<file path="config.mk">
export PLATFORM = sky130hd
export DESIGN_NAME = i2c_master
export DESIGN_NICKNAME = d
export VERILOG_FILES = /design/src/i2c_pkg.sv /design/src/i2c_cmd_if.sv /design/src/i2c_bit_ctrl.sv /design/src/i2c_master.sv /design/src/i2c_sequencer.sv /design/src/scl_phase_gen.sv
export SDC_FILE = /design/constraint.sdc
export NUM_CORES = 1
export LEC_CHECK = 0
export BUFFER_PORTS_ARGS = -buffer_cell sky130_fd_sc_hd__buf_2
export CORE_UTILIZATION = 45
export CTS_CLUSTER_SIZE = 28
export DETAILED_ROUTE_END_ITERATION = 16
export PLACE_DENSITY = 0.76
export SKIP_CTS_REPAIR_TIMING = 1
export SYNTH_ARGS = -nofsm -noshare
export SYNTH_HDL_FRONTEND = slang
export SYNTH_SLANG_ARGS = --single-unit
</file>
<file path="constraint.sdc">
create_clock -name clk -period 2.1 [get_ports clk]
set_input_delay 0.21 -clock clk [delete_from_list [all_inputs] [get_ports clk]]
set_output_delay 0.21 -clock clk [all_outputs]
set_load 0.005 [all_outputs]
</file>
<file path="src/i2c_pkg.sv">
`default_nettype none

package i2c_pkg;

    //////////////////////////////////////////////////////////////////////
    // Bus timing
    //////////////////////////////////////////////////////////////////////

    // clk cycles per quarter SCL period, 20 clk per bit in simulation
    localparam int QUARTER_CYCLES = 5;
    // Width of the quarter counter
    localparam int QTR_CNT_W      = $clog2(QUARTER_CYCLES);

    // Address and data widths
    localparam int ADDR_W    = 7;
    localparam int BYTE_W    = 8;
    // Eight data bits plus the ACK slot
    localparam int BIT_CNT_W = $clog2(BYTE_W + 1);

    // Quarter index inside one SCL period
    typedef logic [1:0] scl_phase_t;

    // SCL pulled low in the first two quarters, released in the last two
    localparam scl_phase_t PH_LOW0  = 2'd0;
    localparam scl_phase_t PH_LOW1  = 2'd1;
    localparam scl_phase_t PH_HIGH0 = 2'd2;
    localparam scl_phase_t PH_HIGH1 = 2'd3;

    //////////////////////////////////////////////////////////////////////
    // Opcodes and states
    //////////////////////////////////////////////////////////////////////

    // Bus commands from sequencer to bit controller
    typedef enum logic [1:0] {
        CMD_START,
        CMD_STOP,
        CMD_WRITE,
        CMD_READ
    } bus_cmd_e;

    // Transaction sequencer states, one bus command each
    typedef enum logic [3:0] {
        SEQ_IDLE,
        SEQ_START,
        SEQ_ADDR_W,
        SEQ_REG,
        SEQ_DATA_W,
        SEQ_RESTART,
        SEQ_ADDR_R,
        SEQ_DATA_R,
        SEQ_STOP
    } seq_state_e;

endpackage

`default_nettype wire

</file>
<file path="src/i2c_cmd_if.sv">
`timescale 1ns/1ps
`default_nettype none

interface i2c_cmd_if import i2c_pkg::*; ();

    // Command side, driven by the sequencer
    logic              cmd_valid;   // one-cycle strobe
    bus_cmd_e          cmd;
    logic [BYTE_W-1:0] tx_byte;

    // Result side, driven by the bit controller
    logic              done;        // one-cycle pulse at command end
    logic [BYTE_W-1:0] rx_byte;     // valid from done until next command
    logic              ack_ok;      // target pulled SDA low in the ACK slot

    // Sequencer view
    modport initiator (
        output cmd_valid, cmd, tx_byte,
        input  done, rx_byte, ack_ok
    );

    // Bit controller view
    modport target (
        input  cmd_valid, cmd, tx_byte,
        output done, rx_byte, ack_ok
    );

endinterface

`default_nettype wire

</file>
<file path="src/i2c_bit_ctrl.sv">
`timescale 1ns/1ps
`default_nettype none

module i2c_bit_ctrl import i2c_pkg::*; (
    input  logic      clk,
    input  logic      rst_n,
    i2c_cmd_if.target bus,
    input  logic      sda_i,
    output logic      scl_oe_o,
    output logic      sda_oe_o
);

    // Quarter phase of SCL and its boundary pulse
    scl_phase_t           phase;
    logic                 tick;
    // Generator enable, held between commands until STOP
    logic                 run;
    // Command in progress
    logic                 active;
    // Waiting out the first quarter after the generator starts
    logic                 lead;
    bus_cmd_e             cur_cmd;
    // Bit slot of the byte, 8 is the ACK slot
    logic [BIT_CNT_W-1:0] bit_cnt;
    logic [BYTE_W-1:0]    shift_q;
    // Current slot is the last one of the command
    logic                 last_bit;
    // Quarter boundary that belongs to the running command
    logic                 step;

    scl_phase_gen u_phase_gen (
        .clk     (clk),
        .rst_n   (rst_n),
        .run_i   (run),
        .phase_o (phase),
        .tick_o  (tick)
    );

    // SCL low in the first half of each period
    assign scl_oe_o = run & ((phase == PH_LOW0) | (phase == PH_LOW1));

    // START and STOP last one period, bytes nine
    assign last_bit = (cur_cmd == CMD_START) || (cur_cmd == CMD_STOP)
                      || (bit_cnt == BIT_CNT_W'(BYTE_W));

    assign step = active & tick & ~lead;

    //////////////////////////////////////////////////////////////////////
    // Command control and SDA drive
    //////////////////////////////////////////////////////////////////////

    always_ff @(posedge clk) begin
        if (rst_n) begin
            run        <= 1'b0;
            active     <= 1'b0;
            lead       <= 1'b0;
            cur_cmd    <= CMD_STOP;
            bit_cnt    <= '0;
            sda_oe_o   <= 1'b0;
            bus.done   <= 1'b0;
            bus.ack_ok <= 1'b0;
        end else begin
            bus.done <= 1'b0;
            if (bus.cmd_valid && !active) begin
                active  <= 1'b1;
                run     <= 1'b1;
                // Lead-in quarter only when the generator was stopped
                lead    <= ~run;
                cur_cmd <= bus.cmd;
                bit_cnt <= '0;
            end else if (active && tick && lead) begin
                lead <= 1'b0;
            end else if (step) begin
                case (phase)
                    // Start of the second low quarter, SDA may change
                    PH_LOW0: begin
                        case (cur_cmd)
                            CMD_START: sda_oe_o <= 1'b0;
                            CMD_STOP:  sda_oe_o <= 1'b1;
                            // MSB first, ACK slot released
                            CMD_WRITE: sda_oe_o <= last_bit ? 1'b0 : ~shift_q[BYTE_W-1];
                            // Read data and NACK, SDA left to the target
                            default:   sda_oe_o <= 1'b0;
                        endcase
                    end
                    // Middle of SCL high
                    PH_HIGH0: begin
                        if (cur_cmd == CMD_START) begin
                            // SDA falls while SCL high
                            sda_oe_o <= 1'b1;
                        end else if (cur_cmd == CMD_STOP) begin
                            // SDA rises while SCL high
                            sda_oe_o <= 1'b0;
                        end else if (cur_cmd == CMD_WRITE && last_bit) begin
                            bus.ack_ok <= ~sda_i;
                        end
                    end
                    // End of the SCL period
                    PH_HIGH1: begin
                        if (last_bit) begin
                            active   <= 1'b0;
                            bus.done <= 1'b1;
                            // Bus idle after STOP, SCL parks released
                            if (cur_cmd == CMD_STOP) begin
                                run <= 1'b0;
                            end
                        end else begin
                            bit_cnt <= bit_cnt + 1'b1;
                        end
                    end
                    default: begin
                    end
                endcase
            end
        end
    end

    //////////////////////////////////////////////////////////////////////
    // Byte shift register
    //////////////////////////////////////////////////////////////////////

    always_ff @(posedge clk) begin
        if (bus.cmd_valid && !active) begin
            shift_q <= bus.tx_byte;
        end else if (step && cur_cmd == CMD_READ && phase == PH_HIGH0 && !last_bit) begin
            // Sample in the middle of SCL high, MSB first
            shift_q <= {shift_q[BYTE_W-2:0], sda_i};
        end else if (step && cur_cmd == CMD_WRITE && phase == PH_HIGH1 && !last_bit) begin
            shift_q <= {shift_q[BYTE_W-2:0], 1'b0};
        end
        // Received byte published with done
        if (step && cur_cmd == CMD_READ && phase == PH_HIGH1 && last_bit) begin
            bus.rx_byte <= shift_q;
        end
    end

endmodule

`default_nettype wire

</file>
<file path="src/i2c_master.sv">
`timescale 1ns/1ps
`default_nettype none

module i2c_master import i2c_pkg::*; (
    input  logic              clk,
    input  logic              rst_n,
    // Request
    input  logic              en_i,
    input  logic              rw_i,
    input  logic [ADDR_W-1:0] addr_i,
    input  logic [BYTE_W-1:0] reg_addr_i,
    input  logic [BYTE_W-1:0] data_i,
    // Resolved bus lines
    input  logic              sda_i,
    input  logic              scl_i,
    // Status and read data
    output logic              busy_o,
    output logic              err_o,
    output logic [BYTE_W-1:0] data_o,
    // Open-drain enables, 1 pulls the line low
    output logic              scl_oe_o,
    output logic              sda_oe_o
);

    // Command path between sequencer and bit controller
    i2c_cmd_if cmd_bus ();

    i2c_sequencer u_sequencer (
        .clk        (clk),
        .rst_n      (rst_n),
        .en_i       (en_i),
        .rw_i       (rw_i),
        .addr_i     (addr_i),
        .reg_addr_i (reg_addr_i),
        .data_i     (data_i),
        .bus        (cmd_bus.initiator),
        .busy_o     (busy_o),
        .err_o      (err_o),
        .data_o     (data_o)
    );

    // SCL is only driven, no clock stretching, so scl_i stays unread here
    i2c_bit_ctrl u_bit_ctrl (
        .clk      (clk),
        .rst_n    (rst_n),
        .bus      (cmd_bus.target),
        .sda_i    (sda_i),
        .scl_oe_o (scl_oe_o),
        .sda_oe_o (sda_oe_o)
    );

endmodule

`default_nettype wire

</file>
<file path="src/i2c_sequencer.sv">
`timescale 1ns/1ps
`default_nettype none

module i2c_sequencer import i2c_pkg::*; (
    input  logic              clk,
    input  logic              rst_n,
    input  logic              en_i,
    input  logic              rw_i,
    input  logic [ADDR_W-1:0] addr_i,
    input  logic [BYTE_W-1:0] reg_addr_i,
    input  logic [BYTE_W-1:0] data_i,
    i2c_cmd_if.initiator      bus,
    output logic              busy_o,
    output logic              err_o,
    output logic [BYTE_W-1:0] data_o
);

    seq_state_e        state;
    seq_state_e        nxt_state;
    bus_cmd_e          nxt_cmd;
    logic [BYTE_W-1:0] nxt_byte;

    // Latched request
    logic              rw_q;
    logic [ADDR_W-1:0] addr_q;
    logic [BYTE_W-1:0] reg_q;
    logic [BYTE_W-1:0] data_q;

    logic              accept;      // new request taken
    logic              advance;     // move to the next state
    logic              write_state; // current command sends a byte
    logic              nack;        // target did not ACK that byte

    // New requests only when idle
    assign accept  = en_i && (state == SEQ_IDLE);
    assign advance = accept || ((state != SEQ_IDLE) && bus.done);

    assign write_state = state inside {SEQ_ADDR_W, SEQ_REG, SEQ_DATA_W, SEQ_ADDR_R};
    assign nack        = write_state && !bus.ack_ok;

    //////////////////////////////////////////////////////////////////////
    // Next state and its bus command
    //////////////////////////////////////////////////////////////////////

    always_comb begin
        nxt_state = SEQ_IDLE;
        case (state)
            SEQ_IDLE:    nxt_state = en_i ? SEQ_START : SEQ_IDLE;
            SEQ_START:   nxt_state = SEQ_ADDR_W;
            SEQ_ADDR_W:  nxt_state = SEQ_REG;
            // Reads turn the bus around with a repeated START
            SEQ_REG:     nxt_state = rw_q ? SEQ_RESTART : SEQ_DATA_W;
            SEQ_DATA_W:  nxt_state = SEQ_STOP;
            SEQ_RESTART: nxt_state = SEQ_ADDR_R;
            SEQ_ADDR_R:  nxt_state = SEQ_DATA_R;
            SEQ_DATA_R:  nxt_state = SEQ_STOP;
            SEQ_STOP:    nxt_state = SEQ_IDLE;
            default:     nxt_state = SEQ_IDLE;
        endcase
        // Abort on a missing ACK
        if (nack) begin
            nxt_state = SEQ_STOP;
        end
    end

    always_comb begin
        nxt_cmd  = CMD_WRITE;
        nxt_byte = reg_q;
        case (nxt_state)
            SEQ_START,
            SEQ_RESTART: nxt_cmd  = CMD_START;
            // Address byte, R/W bit in the LSB
            SEQ_ADDR_W:  nxt_byte = {addr_q, 1'b0};
            SEQ_REG:     nxt_byte = reg_q;
            SEQ_DATA_W:  nxt_byte = data_q;
            SEQ_ADDR_R:  nxt_byte = {addr_q, 1'b1};
            SEQ_DATA_R:  nxt_cmd  = CMD_READ;
            SEQ_STOP:    nxt_cmd  = CMD_STOP;
            default: begin
            end
        endcase
    end

    //////////////////////////////////////////////////////////////////////
    // State, command strobe and status
    //////////////////////////////////////////////////////////////////////

    always_ff @(posedge clk) begin
        if (rst_n) begin
            state         <= SEQ_IDLE;
            busy_o        <= 1'b0;
            err_o         <= 1'b0;
            data_o        <= '0;
            bus.cmd_valid <= 1'b0;
            bus.cmd       <= CMD_START;
        end else begin
            bus.cmd_valid <= 1'b0;
            // One command per state, strobed on entry
            if (advance) begin
                state         <= nxt_state;
                bus.cmd_valid <= (nxt_state != SEQ_IDLE);
                bus.cmd       <= nxt_cmd;
            end
            if (accept) begin
                busy_o <= 1'b1;
                err_o  <= 1'b0;
            end
            if (bus.done && nack) begin
                err_o <= 1'b1;
            end
            // Transaction ends with the STOP
            if (bus.done && (state == SEQ_STOP)) begin
                busy_o <= 1'b0;
                if (rw_q && !err_o) begin
                    data_o <= bus.rx_byte;
                end
            end
        end
    end

    // Request and outgoing byte
    always_ff @(posedge clk) begin
        if (accept) begin
            rw_q   <= rw_i;
            addr_q <= addr_i;
            reg_q  <= reg_addr_i;
            data_q <= data_i;
        end
        if (advance) begin
            bus.tx_byte <= nxt_byte;
        end
    end

endmodule

`default_nettype wire

</file>
<file path="src/scl_phase_gen.sv">
`timescale 1ns/1ps
`default_nettype none

module scl_phase_gen import i2c_pkg::*; (
    input  logic       clk,
    input  logic       rst_n,
    input  logic       run_i,
    output scl_phase_t phase_o,
    output logic       tick_o
);

    // Clocks spent in the current quarter
    logic [QTR_CNT_W-1:0] qtr_cnt;
    // Last clock of a quarter
    logic                 qtr_end;

    assign qtr_end = (qtr_cnt == QTR_CNT_W'(QUARTER_CYCLES - 1));

    // One pulse per quarter boundary, only while running
    assign tick_o = run_i & qtr_end;

    //////////////////////////////////////////////////////////////////////
    // Quarter counter and phase
    //////////////////////////////////////////////////////////////////////

    always_ff @(posedge clk) begin
        // Stopped generator parks in the last high quarter
        // so SCL stays released
        if (rst_n || !run_i) begin
            qtr_cnt <= '0;
            phase_o <= PH_HIGH1;
        end else if (qtr_end) begin
            qtr_cnt <= '0;
            // Wraps from the last high quarter back to SCL low
            phase_o <= phase_o + 2'd1;
        end else begin
            qtr_cnt <= qtr_cnt + 1'b1;
        end
    end

endmodule

`default_nettype wire

</file>
==> flow_metrics.env <==
export IMPL_status="finished, final reports clean"
export IMPL_hold_depth=1
export IMPL_regToRegEndpoint="u_bit_ctrl.sda_oe_o$_SDFFE_PP0P_"
export IMPL_max_stage_delay_ps=440
export IMPL_cts_htree_levels=3
export IMPL_nFillCells=618
export IMPL_setup_viol=0
export IMPL_drc_errors=0
export IMPL_grt_pass1_vias=2234
export IMPL_hold_viol=0
export IMPL_power_density_nw_per_um2=795.8
export IMPL_hold_path_class="in -> reg"
export IMPL_ioPinCount=41
export IMPL_die_x_um=89.73
export IMPL_cts_tree="built"
export IMPL_crit_chain="inv_1 > ha_1 > a311oi_4 > a31oi_1 > or3b_2 > a311oi_1"
export IMPL_yosysUniqueCellTypes=52
export IMPL_syn_area_um2=3463
export IMPL_numCtsBuffers=9
export IMPL_wl_per_cell_um=13.34
export IMPL_die_height_um=89.73
export IMPL_grt_antenna_before_repair=0
export IMPL_ant_nets=0
export IMPL_clock_latency_ps=350
export IMPL_worst_slew_pin_slew_ps=544.9
export IMPL_rr_worst_depth=6
export IMPL_slowest_stage="or3b_2"
export IMPL_rr_startpoint="u_bit_ctrl.cur_cmd[0]$_SDFFE_PP1P_"
export IMPL_stdcell_count=436
export IMPL_cts_root_buf="clkbuf_8"
export IMPL_path_clk_slew_ps=90
export IMPL_grt_util_all_layers_pct=15.76
export IMPL_viasPerCell=5.048
export IMPL_syn_avg_cell_area_um2=12.32
export IMPL_async_flop_share_pct=0
export IMPL_path_buf_inv=1
export IMPL_drt_iter0_markers=106
export IMPL_syn_to_final_growth_pct=15.46
export IMPL_irDropWorstVdd_uv=530.3
export IMPL_path_class="reg -> reg"
export IMPL_leakage_nw=1.609
export IMPL_ys_flop_type="edfxtp_1"
export IMPL_num_vias=2201
export IMPL_syn_inst=281
export IMPL_end_kind="flip-flop"
export IMPL_critPathArrivalTime_ps=2220
export IMPL_port_buffers=39
export IMPL_cts_sinks=82
export IMPL_layout_drive_gt1_share_pct=26.41
export IMPL_drtPass1Iterations=4
export IMPL_layout_nets=373
export IMPL_post_dp_hpwl_um=4116
export IMPL_grt_setup_unrepaired="false"
export IMPL_synth_seq_area_share_pct=61.27
export IMPL_initial_core_util_pct=47.24
export IMPL_grt_max_degree=27
export IMPL_fmax_ghz=0.5118
export IMPL_critPathTopFamily="compound AO/OA/AOI/OAI gates"
export IMPL_ctsLongestPathBuffers=2
export IMPL_grt_overflow=0
export IMPL_dp_cells=419
export IMPL_min_period_over_period_pct=93.05
export IMPL_rrSetupSlack_ps=150
export IMPL_cp_required_ps=2370
export IMPL_timing_final_crit_period_ps=1954
export IMPL_critPathLaunch="u_bit_ctrl.cur_cmd[0]$_SDFFE_PP1P_"
export IMPL_synth_edf_count=48
export IMPL_drv_cap=0
export IMPL_grt_pass1_wl_um=10050
export IMPL_wl_um=5816
export IMPL_critPathMaxFanout=4
export IMPL_synth_seq_cells=82
export IMPL_fin_skew_ps=9.998
export IMPL_gp_congestion=0.8760
export IMPL_drv_slew=0
export IMPL_core_um2=7331
export IMPL_hold_start="addr_i[4]"
export IMPL_dieArea_um2=8051
export IMPL_ys_warn_count=0
export IMPL_rows=31
export IMPL_fin_setup_tns_ps=0
export IMPL_maxSlewHeadroom_pct=63.67
export IMPL_cp_start_kind="flip-flop"
export IMPL_syn_nets=322
export IMPL_antenna_cells=0
export IMPL_min_to="u_sequencer.addr_q[4]$_DFFE_PP_"
==> placed cells by master, fill, tap and decap left out, drive strengths merged, types with 8 or more instances in the layout <==
cell type / n
o21ai: 9
and2: 8
clkbuf: 9
dfxtp: 34
edfxtp: 48
buf: 51
ha: 12
nand2: 13
mux2i: 12
inv: 20
a21oi: 12
nor2: 31
==> cells in the mapped netlist, types with 2 or more instances <==
cell type   n  area share, %
edfxtp_1   48             42
dfxtp_1    34             20
nor2_1     30            3.3
inv_1      16            1.7
nand2_1    13            1.4
ha_1       12            4.3
mux2i_1    12            3.5
a21oi_1    11            1.6
and2_1      8            1.4
o21ai_0     8            1.2
a221o_1     7            2.0
clkbuf_1    7           0.76
mux2_2      7            2.3
nand3_1     7            1.0
nand3b_1    4           0.87
nor2b_1     4           0.72
and3_1      3           0.54
buf_2       3           0.43
nand2b_1    3           0.54
nor3_1      3           0.43
nor3b_1     3           0.65
o21a_1      3           0.65
xnor2_1     3           0.76
a22oi_1     2           0.43
a311oi_1    2           0.51
and2b_1     2           0.43
==> layer usage <==
layer  share of wire [%]  wire length, um  track usage (%)  vias up
met5                   0                0                0        -
met4                 1.9              110            8.607        0
met3                 3.8              223            3.807        9
met2                  49             2821            25.51       59
met1                  46             2662            19.45     1026
li1                    -                -                -     1107
==> report_power, final <==
part / leakage, nW / switching, mW / internal (mW)
sequential: 0.732 / 0.0441 / 1.82
clock: 0.0879 / 0.596 / 0.439
combinational: 0.789 / 0.157 / 0.128
==> registers in the layout, summed over array words and instances (netlist names), 2 cells and up <==
register,flops
u_sequencer.data_q,8
u_sequencer.data_o,8
u_bit_ctrl.u_phase_gen.qtr_cnt,3
u_bit_ctrl.bus.rx_byte,8
u_sequencer.bus.tx_byte,8
u_bit_ctrl.u_phase_gen.phase_o,2
u_bit_ctrl.cur_cmd,2
u_sequencer.reg_q,8
u_sequencer.bus.cmd,2
u_sequencer.state,4
u_bit_ctrl.bit_cnt,4
u_sequencer.addr_q,7
u_bit_ctrl.shift_q,8
==> cells by family (layout without fill, tap and decap cells) <==
logic type                 count (synthesis)  count (layout)  share of synthesized area (%)
AOI/OAI and AO/OA                         47              47                          10.69
xor gates and xnor gates                   3               3                         0.7588
DFF                                       82              82                          61.27
muxes                                     19              19                          5.744
buffers and inverters                     28              84                          3.432
adders and majority gates                 12              12                          4.335
and+or+nand+nor                           90              90                          13.76
==> through the flow <==
step | area (um2) | util (%) | worst slack (ps) | total power [mW] | hold WS [ps]
floorplan | 3463 | - | 78.64 | 2.086 | 308.9
global placement | 3812 | 52.01 | 161.7 | 2.168 | 386.5
detailed placement | 3812 | 52.01 | 116.2 | 2.183 | 388.1
CTS | 3988 | 54.39 | 80.29 | 3.201 | 17.72
global route | 3999 | 54.55 | 47.34 | 3.310 | 10.09
finish | 3999 | 54.55 | 146.0 | 3.182 | 30.10
==> worst max path at each step <==
stage	end	slack [ps]	depth (start not counted)
2_1_floorplan	u_sequencer.state[2]$_SDFFE_PP0N_	80	8
5_1_grt	u_bit_ctrl.bus.rx_byte[6]$_DFFE_PP_	50	8
3_5_place_dp	u_bit_ctrl.sda_oe_o$_SDFFE_PP0P_	120	6
6_report	u_bit_ctrl.sda_oe_o$_SDFFE_PP0P_	150	6
4_1_cts	u_bit_ctrl.sda_oe_o$_SDFFE_PP0P_	80	6
3_3_place_gp	u_bit_ctrl.sda_oe_o$_SDFFE_PP0P_	160	6
==> final cells by class <==
cell class                      instances  area (um2)  area share (%)
Timing Repair Buffer                   51       285.3           7.134
Inverter                               17       66.31           1.658
Clock buffer                            9       123.9           3.098
Sequential cell                        82        2123           53.10
Multi-Input combinational cell        171        1225           30.63
Tap cell                               99       123.9           3.098
Clock inverter                          7       51.30           1.283
No activity file was read; power rests on OpenSTA's default activity.
